**src/hdl/battle_types_pkg.sv**
```systemverilog
package battle_types_pkg;

    typedef struct packed {
        logic [2:0] row;
        logic [2:0] col;
    } coord_t;

    // Two bits per cell with the ship flag above the hit flag
    typedef struct packed {
        logic ship;  // Part of a ship
        logic hit;   // Already fired at
    } cell_t;

    typedef enum logic {
        op_place = 1'b0,
        op_fire  = 1'b1
    } board_op_e;

    typedef struct packed {
        logic       valid;
        board_op_e  op;
        coord_t     coord;   // Ship start or shot cell
        logic [2:0] length;  // Ship length for placements
    } board_cmd_t;

    typedef struct packed {
        logic      valid;
        board_op_e op;
        logic      accepted;  // Ship written to the board
        logic      hit;       // Shot struck a live ship cell
    } board_resp_t;

endpackage

```
**src/hdl/game_ctrl_pkg.sv**
```systemverilog
package game_ctrl_pkg;

    typedef enum logic [2:0] {
        st_setup_home   = 3'd0,  // Player fleet placement
        st_setup_target = 3'd1,  // Opponent fleet placement
        st_player_turn  = 3'd2,
        st_pc_turn      = 3'd3,
        st_game_over    = 3'd4
    } game_state_e;

    typedef enum logic [1:0] {
        win_none   = 2'd0,
        win_player = 2'd1,
        win_pc     = 2'd2
    } winner_e;

endpackage

```
**src/hdl/fleet_board.sv**
```systemverilog
`timescale 1ns/1ps

module fleet_board
    import battle_types_pkg::*;
#(
    parameter int BOARD_DIM  = 5,
    parameter int FLEET_SIZE = 3
) (
    input  logic                            clock,
    input  logic                            reset,
    input  board_cmd_t                      cmd,
    output board_resp_t                     resp,
    output cell_t [BOARD_DIM*BOARD_DIM-1:0] cells,
    output logic [5:0]                      afloat
);

    logic [6:0] base_idx;  // Flat index of the command cell
    logic       in_range;
    logic       fits;
    logic       overlap;
    logic       place_ok;
    logic       shot_hit;

    assign base_idx = 7'(cmd.coord.row * BOARD_DIM + cmd.coord.col);

    assign in_range = (int'(cmd.coord.row) < BOARD_DIM) &&
                      (int'(cmd.coord.col) < BOARD_DIM);

    // Ship must end inside the row it starts in
    assign fits = in_range &&
                  (int'(cmd.coord.col) + int'(cmd.length) <= BOARD_DIM);

    // Any covered cell that already holds a ship blocks the placement
    always_comb begin
        overlap = 1'b0;
        for (int k = 0; k < BOARD_DIM; k++) begin
            if (fits && (k < int'(cmd.length))) begin
                overlap = overlap | cells[int'(base_idx) + k].ship;
            end
        end
    end

    assign place_ok = fits && !overlap;

    always_comb begin
        shot_hit = 1'b0;
        if (in_range) begin
            shot_hit = cells[base_idx].ship && !cells[base_idx].hit;  // Live ship cell
        end
    end

    always_ff @(posedge clock or posedge reset) begin
        if (reset) begin
            cells  <= '0;
            afloat <= 6'd0;
            resp   <= '0;
        end else begin
            resp.valid    <= cmd.valid;  // Fixed one-cycle response
            resp.op       <= cmd.op;
            resp.accepted <= 1'b0;
            resp.hit      <= 1'b0;

            if (cmd.valid && (cmd.op == op_place)) begin
                if (place_ok) begin
                    for (int k = 0; k < BOARD_DIM; k++) begin
                        if (k < int'(cmd.length)) begin
                            cells[int'(base_idx) + k].ship <= 1'b1;
                        end
                    end
                    afloat        <= afloat + 6'(cmd.length);
                    resp.accepted <= 1'b1;
                end
            end else if (cmd.valid && (cmd.op == op_fire)) begin
                if (in_range) begin
                    cells[base_idx].hit <= 1'b1;  // Repeat shots leave it set
                end
                if (shot_hit) begin
                    afloat   <= afloat - 6'd1;
                    resp.hit <= 1'b1;
                end
            end
        end
    end

    // The sequencer hands out lengths from FLEET_SIZE down to one
    a_place_length: assert property (
        @(posedge clock) disable iff (reset)
        (cmd.valid && (cmd.op == op_place)) |->
            ((cmd.length != 3'd0) && (int'(cmd.length) <= FLEET_SIZE))
    );

endmodule

```
**src/hdl/shot_lfsr.sv**
```systemverilog
`timescale 1ns/1ps

module shot_lfsr
    import battle_types_pkg::*;
#(
    parameter int         BOARD_DIM = 5,
    parameter logic [7:0] LFSR_SEED = 8'hA5
) (
    input  logic   clock,
    input  logic   reset,
    input  logic   next_shot,
    output coord_t pc_target
);

    localparam logic [7:0] CELLS = 8'(BOARD_DIM * BOARD_DIM);
    localparam logic [7:0] DIM   = 8'(BOARD_DIM);

    logic [7:0] lfsr;
    logic       feedback;
    logic [7:0] cell_idx;

    // Taps 7, 5, 4, 3 give a maximal length sequence
    assign feedback = lfsr[7] ^ lfsr[5] ^ lfsr[4] ^ lfsr[3];

    always_ff @(posedge clock or posedge reset) begin
        if (reset) begin
            lfsr <= LFSR_SEED;
        end else if (next_shot) begin
            lfsr <= {lfsr[6:0], feedback};  // Shift left, feed bit 0
        end
    end

    // Fold the register onto the board
    assign cell_idx = lfsr % CELLS;

    assign pc_target.row = 3'(cell_idx / DIM);
    assign pc_target.col = 3'(cell_idx % DIM);

    // A non-zero seed keeps the register out of the lock-up state
    a_lfsr_nonzero: assert property (
        @(posedge clock) disable iff (reset)
        lfsr != 8'd0
    );

endmodule

```
**src/hdl/game_sequencer.sv**
```systemverilog
`timescale 1ns/1ps

module game_sequencer
    import battle_types_pkg::*, game_ctrl_pkg::*;
#(
    parameter int FLEET_SIZE = 3
) (
    input  logic        clock,
    input  logic        reset,
    input  logic        place_button,
    input  logic        fire_button,
    input  coord_t      target,
    input  coord_t      pc_target,
    input  board_resp_t home_resp,
    input  board_resp_t target_resp,
    input  logic [5:0]  home_afloat,
    input  logic [5:0]  target_afloat,
    output board_cmd_t  home_cmd,
    output board_cmd_t  target_cmd,
    output logic        next_shot,
    output game_state_e game_state,
    output winner_e     winner
);

    logic       place_q;
    logic       fire_q;
    logic       place_edge;
    logic       fire_edge;
    logic       busy;      // Command in flight until its response
    logic [2:0] ship_cnt;  // Ships accepted in this setup phase
    logic [2:0] ship_len;

    function automatic board_cmd_t make_cmd(board_op_e op, coord_t coord, logic [2:0] length);
        board_cmd_t c;
        c.valid  = 1'b1;
        c.op     = op;
        c.coord  = coord;
        c.length = length;
        return c;
    endfunction

    always_ff @(posedge clock or posedge reset) begin
        if (reset) begin
            place_q <= 1'b0;
            fire_q  <= 1'b0;
        end else begin
            place_q <= place_button;
            fire_q  <= fire_button;
        end
    end

    assign place_edge = place_button && !place_q;
    assign fire_edge  = fire_button && !fire_q;

    assign ship_len = 3'(FLEET_SIZE) - ship_cnt;  // Largest ship first

    always_ff @(posedge clock or posedge reset) begin
        if (reset) begin
            game_state <= st_setup_home;
            winner     <= win_none;
            busy       <= 1'b0;
            ship_cnt   <= 3'd0;
            home_cmd   <= '0;
            target_cmd <= '0;
            next_shot  <= 1'b0;
        end else begin
            home_cmd.valid   <= 1'b0;  // Commands are single-cycle pulses
            target_cmd.valid <= 1'b0;
            next_shot        <= 1'b0;

            case (game_state)
                st_setup_home: begin
                    if (!busy && place_edge) begin
                        home_cmd <= make_cmd(op_place, target, ship_len);
                        busy     <= 1'b1;
                    end else if (home_resp.valid) begin
                        busy <= 1'b0;
                        if (home_resp.accepted) begin
                            if (ship_cnt == 3'(FLEET_SIZE - 1)) begin
                                ship_cnt   <= 3'd0;
                                game_state <= st_setup_target;
                            end else begin
                                ship_cnt <= ship_cnt + 3'd1;
                            end
                        end
                    end
                end

                st_setup_target: begin
                    if (!busy && place_edge) begin
                        target_cmd <= make_cmd(op_place, target, ship_len);
                        busy       <= 1'b1;
                    end else if (target_resp.valid) begin
                        busy <= 1'b0;
                        if (target_resp.accepted) begin
                            if (ship_cnt == 3'(FLEET_SIZE - 1)) begin
                                ship_cnt   <= 3'd0;
                                game_state <= st_player_turn;
                            end else begin
                                ship_cnt <= ship_cnt + 3'd1;
                            end
                        end
                    end
                end

                st_player_turn: begin
                    if (!busy && fire_edge) begin
                        target_cmd <= make_cmd(op_fire, target, 3'd0);
                        busy       <= 1'b1;
                    end else if (target_resp.valid) begin
                        busy <= 1'b0;
                        if (target_afloat == 6'd0) begin  // Count already updated
                            game_state <= st_game_over;
                            winner     <= win_player;
                        end else begin
                            game_state <= st_pc_turn;
                        end
                    end
                end

                st_pc_turn: begin
                    if (!busy) begin
                        home_cmd  <= make_cmd(op_fire, pc_target, 3'd0);
                        next_shot <= 1'b1;  // LFSR steps after the coordinate is latched
                        busy      <= 1'b1;
                    end else if (home_resp.valid) begin
                        busy <= 1'b0;
                        if (home_afloat == 6'd0) begin
                            game_state <= st_game_over;
                            winner     <= win_pc;
                        end else begin
                            game_state <= st_player_turn;
                        end
                    end
                end

                st_game_over: begin
                    // Final state where buttons do nothing
                end

                default: begin
                    game_state <= st_setup_home;
                end
            endcase
        end
    end

    // Neither board sees another command once the game is decided
    a_idle_after_game: assert property (
        @(posedge clock) disable iff (reset)
        (game_state == st_game_over) |->
            (!home_cmd.valid && !target_cmd.valid &&
             !home_resp.valid && !target_resp.valid)
    );

endmodule

```
**src/hdl/battleship_top.sv**
```systemverilog
`timescale 1ns/1ps

module battleship_top
    import battle_types_pkg::*, game_ctrl_pkg::*;
#(
    parameter int         BOARD_DIM  = 5,
    parameter int         FLEET_SIZE = 3,
    parameter logic [7:0] LFSR_SEED  = 8'hA5
) (
    input  logic                            clock,
    input  logic                            reset,
    input  logic                            place_button,
    input  logic                            fire_button,
    input  coord_t                          target,
    output game_state_e                     game_state,
    output winner_e                         winner,
    output cell_t [BOARD_DIM*BOARD_DIM-1:0] home_view,
    output cell_t [BOARD_DIM*BOARD_DIM-1:0] target_view,
    output logic [5:0]                      home_afloat,
    output logic [5:0]                      target_afloat,
    output board_resp_t                     player_result,  // Target board response
    output board_resp_t                     pc_result       // Home board response
);

    board_cmd_t home_cmd;
    board_cmd_t target_cmd;
    logic       next_shot;
    coord_t     pc_target;

    game_sequencer #(
        .FLEET_SIZE (FLEET_SIZE)
    ) u_sequencer (
        .clock         (clock),
        .reset         (reset),
        .place_button  (place_button),
        .fire_button   (fire_button),
        .target        (target),
        .pc_target     (pc_target),
        .home_resp     (pc_result),
        .target_resp   (player_result),
        .home_afloat   (home_afloat),
        .target_afloat (target_afloat),
        .home_cmd      (home_cmd),
        .target_cmd    (target_cmd),
        .next_shot     (next_shot),
        .game_state    (game_state),
        .winner        (winner)
    );

    // Player fleet, fired on by the machine
    fleet_board #(
        .BOARD_DIM  (BOARD_DIM),
        .FLEET_SIZE (FLEET_SIZE)
    ) home_board (
        .clock  (clock),
        .reset  (reset),
        .cmd    (home_cmd),
        .resp   (pc_result),
        .cells  (home_view),
        .afloat (home_afloat)
    );

    // Opponent fleet, fired on by the player
    fleet_board #(
        .BOARD_DIM  (BOARD_DIM),
        .FLEET_SIZE (FLEET_SIZE)
    ) target_board (
        .clock  (clock),
        .reset  (reset),
        .cmd    (target_cmd),
        .resp   (player_result),
        .cells  (target_view),
        .afloat (target_afloat)
    );

    shot_lfsr #(
        .BOARD_DIM (BOARD_DIM),
        .LFSR_SEED (LFSR_SEED)
    ) u_shot_lfsr (
        .clock     (clock),
        .reset     (reset),
        .next_shot (next_shot),
        .pc_target (pc_target)
    );

endmodule

```
**config.mk**
```make
export PLATFORM = sky130hd
export DESIGN_NAME = battleship_top
export DESIGN_NICKNAME = d
export VERILOG_FILES = /design/src/hdl/battle_types_pkg.sv /design/src/hdl/game_ctrl_pkg.sv /design/src/hdl/fleet_board.sv /design/src/hdl/shot_lfsr.sv /design/src/hdl/game_sequencer.sv /design/src/hdl/battleship_top.sv
export SDC_FILE = /design/constraint.sdc
export NUM_CORES = 1
export LEC_CHECK = 0
export ABC_AREA = 1
export BUFFER_PORTS_ARGS = -buffer_cell sky130_fd_sc_hd__buf_2
export CAP_MARGIN = 20
export CORE_MARGIN = 8
export CORE_UTILIZATION = 25
export CTS_BUF_LIST = sky130_fd_sc_hd__clkbuf_4 sky130_fd_sc_hd__clkbuf_8
export DETAILED_ROUTE_END_ITERATION = 8
export PLACE_DENSITY_LB_ADDON = 0.08
export RECOVER_POWER = 25
export SLEW_MARGIN = 20
export SYNTH_ARGS = -nofsm -noshare
export SYNTH_HDL_FRONTEND = slang
export SYNTH_SLANG_ARGS = --single-unit
```
**constraint.sdc**
```tcl
create_clock -name clock -period 15 [get_ports clock]
set_clock_uncertainty 0.1 [all_clocks]
set_input_delay 2.25 -clock clock [delete_from_list [all_inputs] [get_ports clock]]
set_output_delay 2.25 -clock clock [all_outputs]
set_load 0.01 [all_outputs]
```
==> results.py <==
metrics = {
    "run_status": {
        "status": "complete, but fails checks",
        "violations": "max-capacitance violations, max-slew violations",
    },
    "route": {
        "drc": 0,
        "drtIter0Drc": 1176,
        "via_per_inst": 5.10,
        "drt_wl_total_mm": 56.1,
        "avgRoutedWirePerCell_um": 20.4,
        "detail-route-antenna-nets": 0,
        "firstDrtPassIters": 6,
        "vias": 14062,
    },
    "min_path": {
        "min_path_cells": 0,
        "min_path_type": "reg -> reg",
        "hold_path_startpoint": "u_sequencer.home_cmd[10]",
        "min_to": "home_board.resp[3]",
    },
    "run": {
        "max-cap-violations": 1,
    },
    "floorplanning": {
        "coreArea_um2": 53500,
        "io_pins": 135,
        "die-area_um2": 61400,
        "initial_core_util_pct": 25.1,
        "die_y_um": 248,
        "die_x_um": 248,
        "rows": 85,
    },
    "worst_setup_path": {
        "worstPathArrival_ps": 7610,
        "end_kind": "register",
        "critPathKind": "reg -> reg",
        "crit_fanout": 25,
        "crit_path_frequent_cell": "ha_1",
        "regToRegStartpoint": "u_sequencer.target_cmd[4]",
        "cp_data_required_time_ps": 15350,
        "timing.rr.end": "target_board.cells[4]",
        "worstPathCellList": "ha_1 > ha_1 > inv_1 > ha_1 > xnor2_1 > clkinv_1 > nor3_1 > nand4_1 > nand4_1 > nor2_1 > o21a_1 > nand2_1 > nand2_1 > a31o_2",
        "reg2reg_depth": 14,
        "critPathMaxStageDelay_ps": 890,
        "worst_path_max_delay_cell": "xnor2_1",
        "reg2reg_slack_ps": 7730,
        "startpoint_type": "register",
    },
    "placed_design": {
        "gp_congestion": 0.935,
        "port_buffers": 134,
        "hpwl_mm": 44.2,
    },
    "pwr": {
        "power_density_nw_per_um2": 232,
        "p_leak_nw": 7.26,
        "ir_worst_vdd_uv": 136,
    },
    "clocking": {
        "numCtsBuffers": 17,
        "cts-root-buf": "clkbuf_8",
        "post-cts-setup-buffers": 0,
        "ctsLongestPathBuffers": 2,
        "tritoncts": "yes",
        "ctsHoldBuffers": 0,
        "ctsResizeCount": 0,
        "clock_sinks": 162,
        "cts.clk_slew.worst_paths_ps": 110,
        "clk_latency_ps": 580,
        "cts_max_level": 4,
    },
    "yosys": {
        "syn_nets": 2014,
        "yosysTopAreaCellShare_pct": 29.4,
        "yosys_warnings": 0,
        "synth.area.top_cells": "dfrtp_1 (29%), nand2_1 (9.7%), o21ai_0 (8.0%), inv_1 (7.5%), ha_1 (5.8%)",
        "ys_seq_area_share_pct": 30.2,
        "netlist_instances": 1936,
        "synth_largest_area_cell": "dfrtp_1",
        "yosys.cell_types.count": 62,
        "synth_edf_count": 0,
        "synth.cell_area_um2": 13400,
        "synth_flop_cell": "dfrtp_1",
        "avgSynthCellArea_um2": 6.94,
        "ys_seq_elements": 162,
        "postSynth.asyncResetShare_pct": 100,
    },
    "grt": {
        "grt_usage_pct": 18.1,
        "grt_pass1_wl_mm": 84.5,
        "grt_pass1_vias": 13411,
        "antenna_found_initial": 3,
        "globalRouteOverflowTotal": 0,
        "grt_max_degree": 108,
    },
    "cells_and_area": {
        "fill_cells": 5911,
        "nets": 2124,
        "layout-drive-gt1-share_pct": 14.4,
        "final_util_pct": 28.6,
        "synthToLayoutAreaGrowth_pct": 13.7,
    },
    "sta": {
        "hold_slack_ps": 294,
        "fmax_mhz": 138,
        "setup_viol": 0,
        "fin_crit_ps": 7270,
        "slew_violations": 108,
        "relSlewSlack_pct": -261,
        "final-hold-violation-count": 0,
        "rsz0062_at_grt": "false",
        "post-route-period-util_pct": 48.4,
        "finalSetupTns_ps": 0,
        "worst_slew_pin_slew_ps": 5390,
    },
}
==> synth_stat cells (7+ instances only) <==
master and count:
clkinv_1 7, nand2_4 10, inv_2 8, nor2_1 202, xor2_1 19, o21bai_1 10, o21ai_0 215, nand3_2 8
nand2_1 348, o211ai_1 15, a211oi_1 7, mux2_2 8, a31oi_1 19, nor4_1 26, a21oi_1 82, ha_1 62
buf_1 8, dfrtp_1 158, clkbuf_1 46, inv_1 268, a22oi_1 13, nand4_1 23, nor3_1 61, a32oi_1 10
nand3_1 108, a31o_2 30, o22ai_1 23, or2_2 12, nand2_2 17, xnor2_1 10, o221ai_1 12
==> final cells by class <==
type | instances | area [um^2] | area share [%]
diodes | 1 | 2.50 | 0.0164
well taps | 696 | 871 | 5.70
repair buffers | 145 | 758 | 4.96
inverters | 285 | 1080 | 7.04
clock inverters | 13 | 150 | 0.983
clock buffers | 19 | 255 | 1.67
multi-input cells | 1435 | 8110 | 53.1
flip-flops and latches | 162 | 4060 | 26.6
==> how the worst max path moves through the flow <==
stage / startpoint / to / slack, ps / depth (start not counted)
after floorplan: reset / home_board.afloat[0] / 8280 / 1
after global placement: u_sequencer.target_cmd[4] / target_board.cells[48] / 7790 / 14
after global routing: u_sequencer.target_cmd[4] / target_board.cells[4] / 7300 / 14
after CTS: u_sequencer.target_cmd[4] / target_board.cells[4] / 7830 / 14
final: u_sequencer.target_cmd[4] / target_board.cells[4] / 7730 / 14
after detailed placement: u_sequencer.target_cmd[4] / target_board.cells[26] / 7870 / 14
==> kinds of logic (layout without fill, tap and decap cells) <==
kind of cell,count (synthesis),after routing,synth area share (%)
adder cells (fa/ha/maj),68,68,6.67
other,0,1,0
AO/OA/AOI/OAI,494,494,22.8
buffers and inverters,339,462,9.51
AND/OR/NAND/NOR,830,830,27.7
XOR/XNOR,31,31,2.13
flip-flops,162,162,30.2
multiplexers,12,12,0.968
==> sequential cells by signal (all words and copies together) (netlist names), 2 cells and up <==
name	cells
u_sequencer.target_cmd	11
home_board.afloat	6
u_sequencer.home_cmd	11
target_board.resp	4
target_board.afloat	6
target_board.cells	50
home_board.resp	4
home_board.cells	50
u_sequencer.game_state	3
u_shot_lfsr.lfsr	8
u_sequencer.ship_cnt	3
u_sequencer.winner	2
==> critical path: cells and delay by family (launching register included) <==
kind | cells | cell delay [ps]
flops | 1 | 430
compound gates | 2 | 630
simple gates | 6 | 2260
fa+ha+maj | 3 | 1560
buf+inv | 2 | 1250
xor+xnor | 1 | 890
==> through the flow <==
step / cell area, um^2 / total power, mW / instances / setup WS (ps)
floorplan: 13400 / 2.24 / 1936 / 8280
global placement: 14900 / 3.18 / 2722 / 7790
detailed placement: 14900 / 3.14 / 2723 / 7870
CTS: 15300 / 3.52 / 2755 / 7830
global route: 15300 / 3.81 / 2755 / 7300
finish: 15300 / 3.54 / 2756 / 7730
==> report_power, final <==
part | switching, mW | leakage, nW | internal [mW]
Combinational | 1.91 | 4.90 | 0.677
Sequential | 0.0785 | 2.16 | 0.511
Clock | 0.202 | 0.202 | 0.157
==> layer usage <==
metal,GRT usage [%],up-vias,wire (um)
met1,24.0,6733,25700
met3,3.12,64,2740
met5,0,-,37
met2,29.6,413,26400
li1,-,6846,-
met4,5.85,6,1210
==> placed cells by master (no fill, tap or decap), drive strengths merged, types with 6 or more instances in the layout <==
| master | instances |
|---|---|
| a31o | 30 |
| xor2 | 20 |
| a2111oi | 6 |
| a31oi | 19 |
| o22ai | 23 |
| or2 | 13 |
| nand4 | 26 |
| nand3 | 116 |
| fa | 6 |
| nor2 | 211 |
| a22oi | 13 |
| nor3 | 61 |
| o21ai | 219 |
| a311oi | 6 |
| o211ai | 15 |
| ha | 62 |
| clkinv | 11 |
| a32o | 6 |
| mux2 | 8 |
| a221oi | 6 |
| a211oi | 7 |
| nand2 | 375 |
| xnor2 | 11 |
| clkbuf | 21 |
| dfrtp | 158 |
| nor4 | 26 |
| inv | 282 |
| buf | 143 |
| o221ai | 12 |
| a21oi | 85 |
| o21bai | 10 |
| a32oi | 10 |
Power figures use the tool's default switching activity.
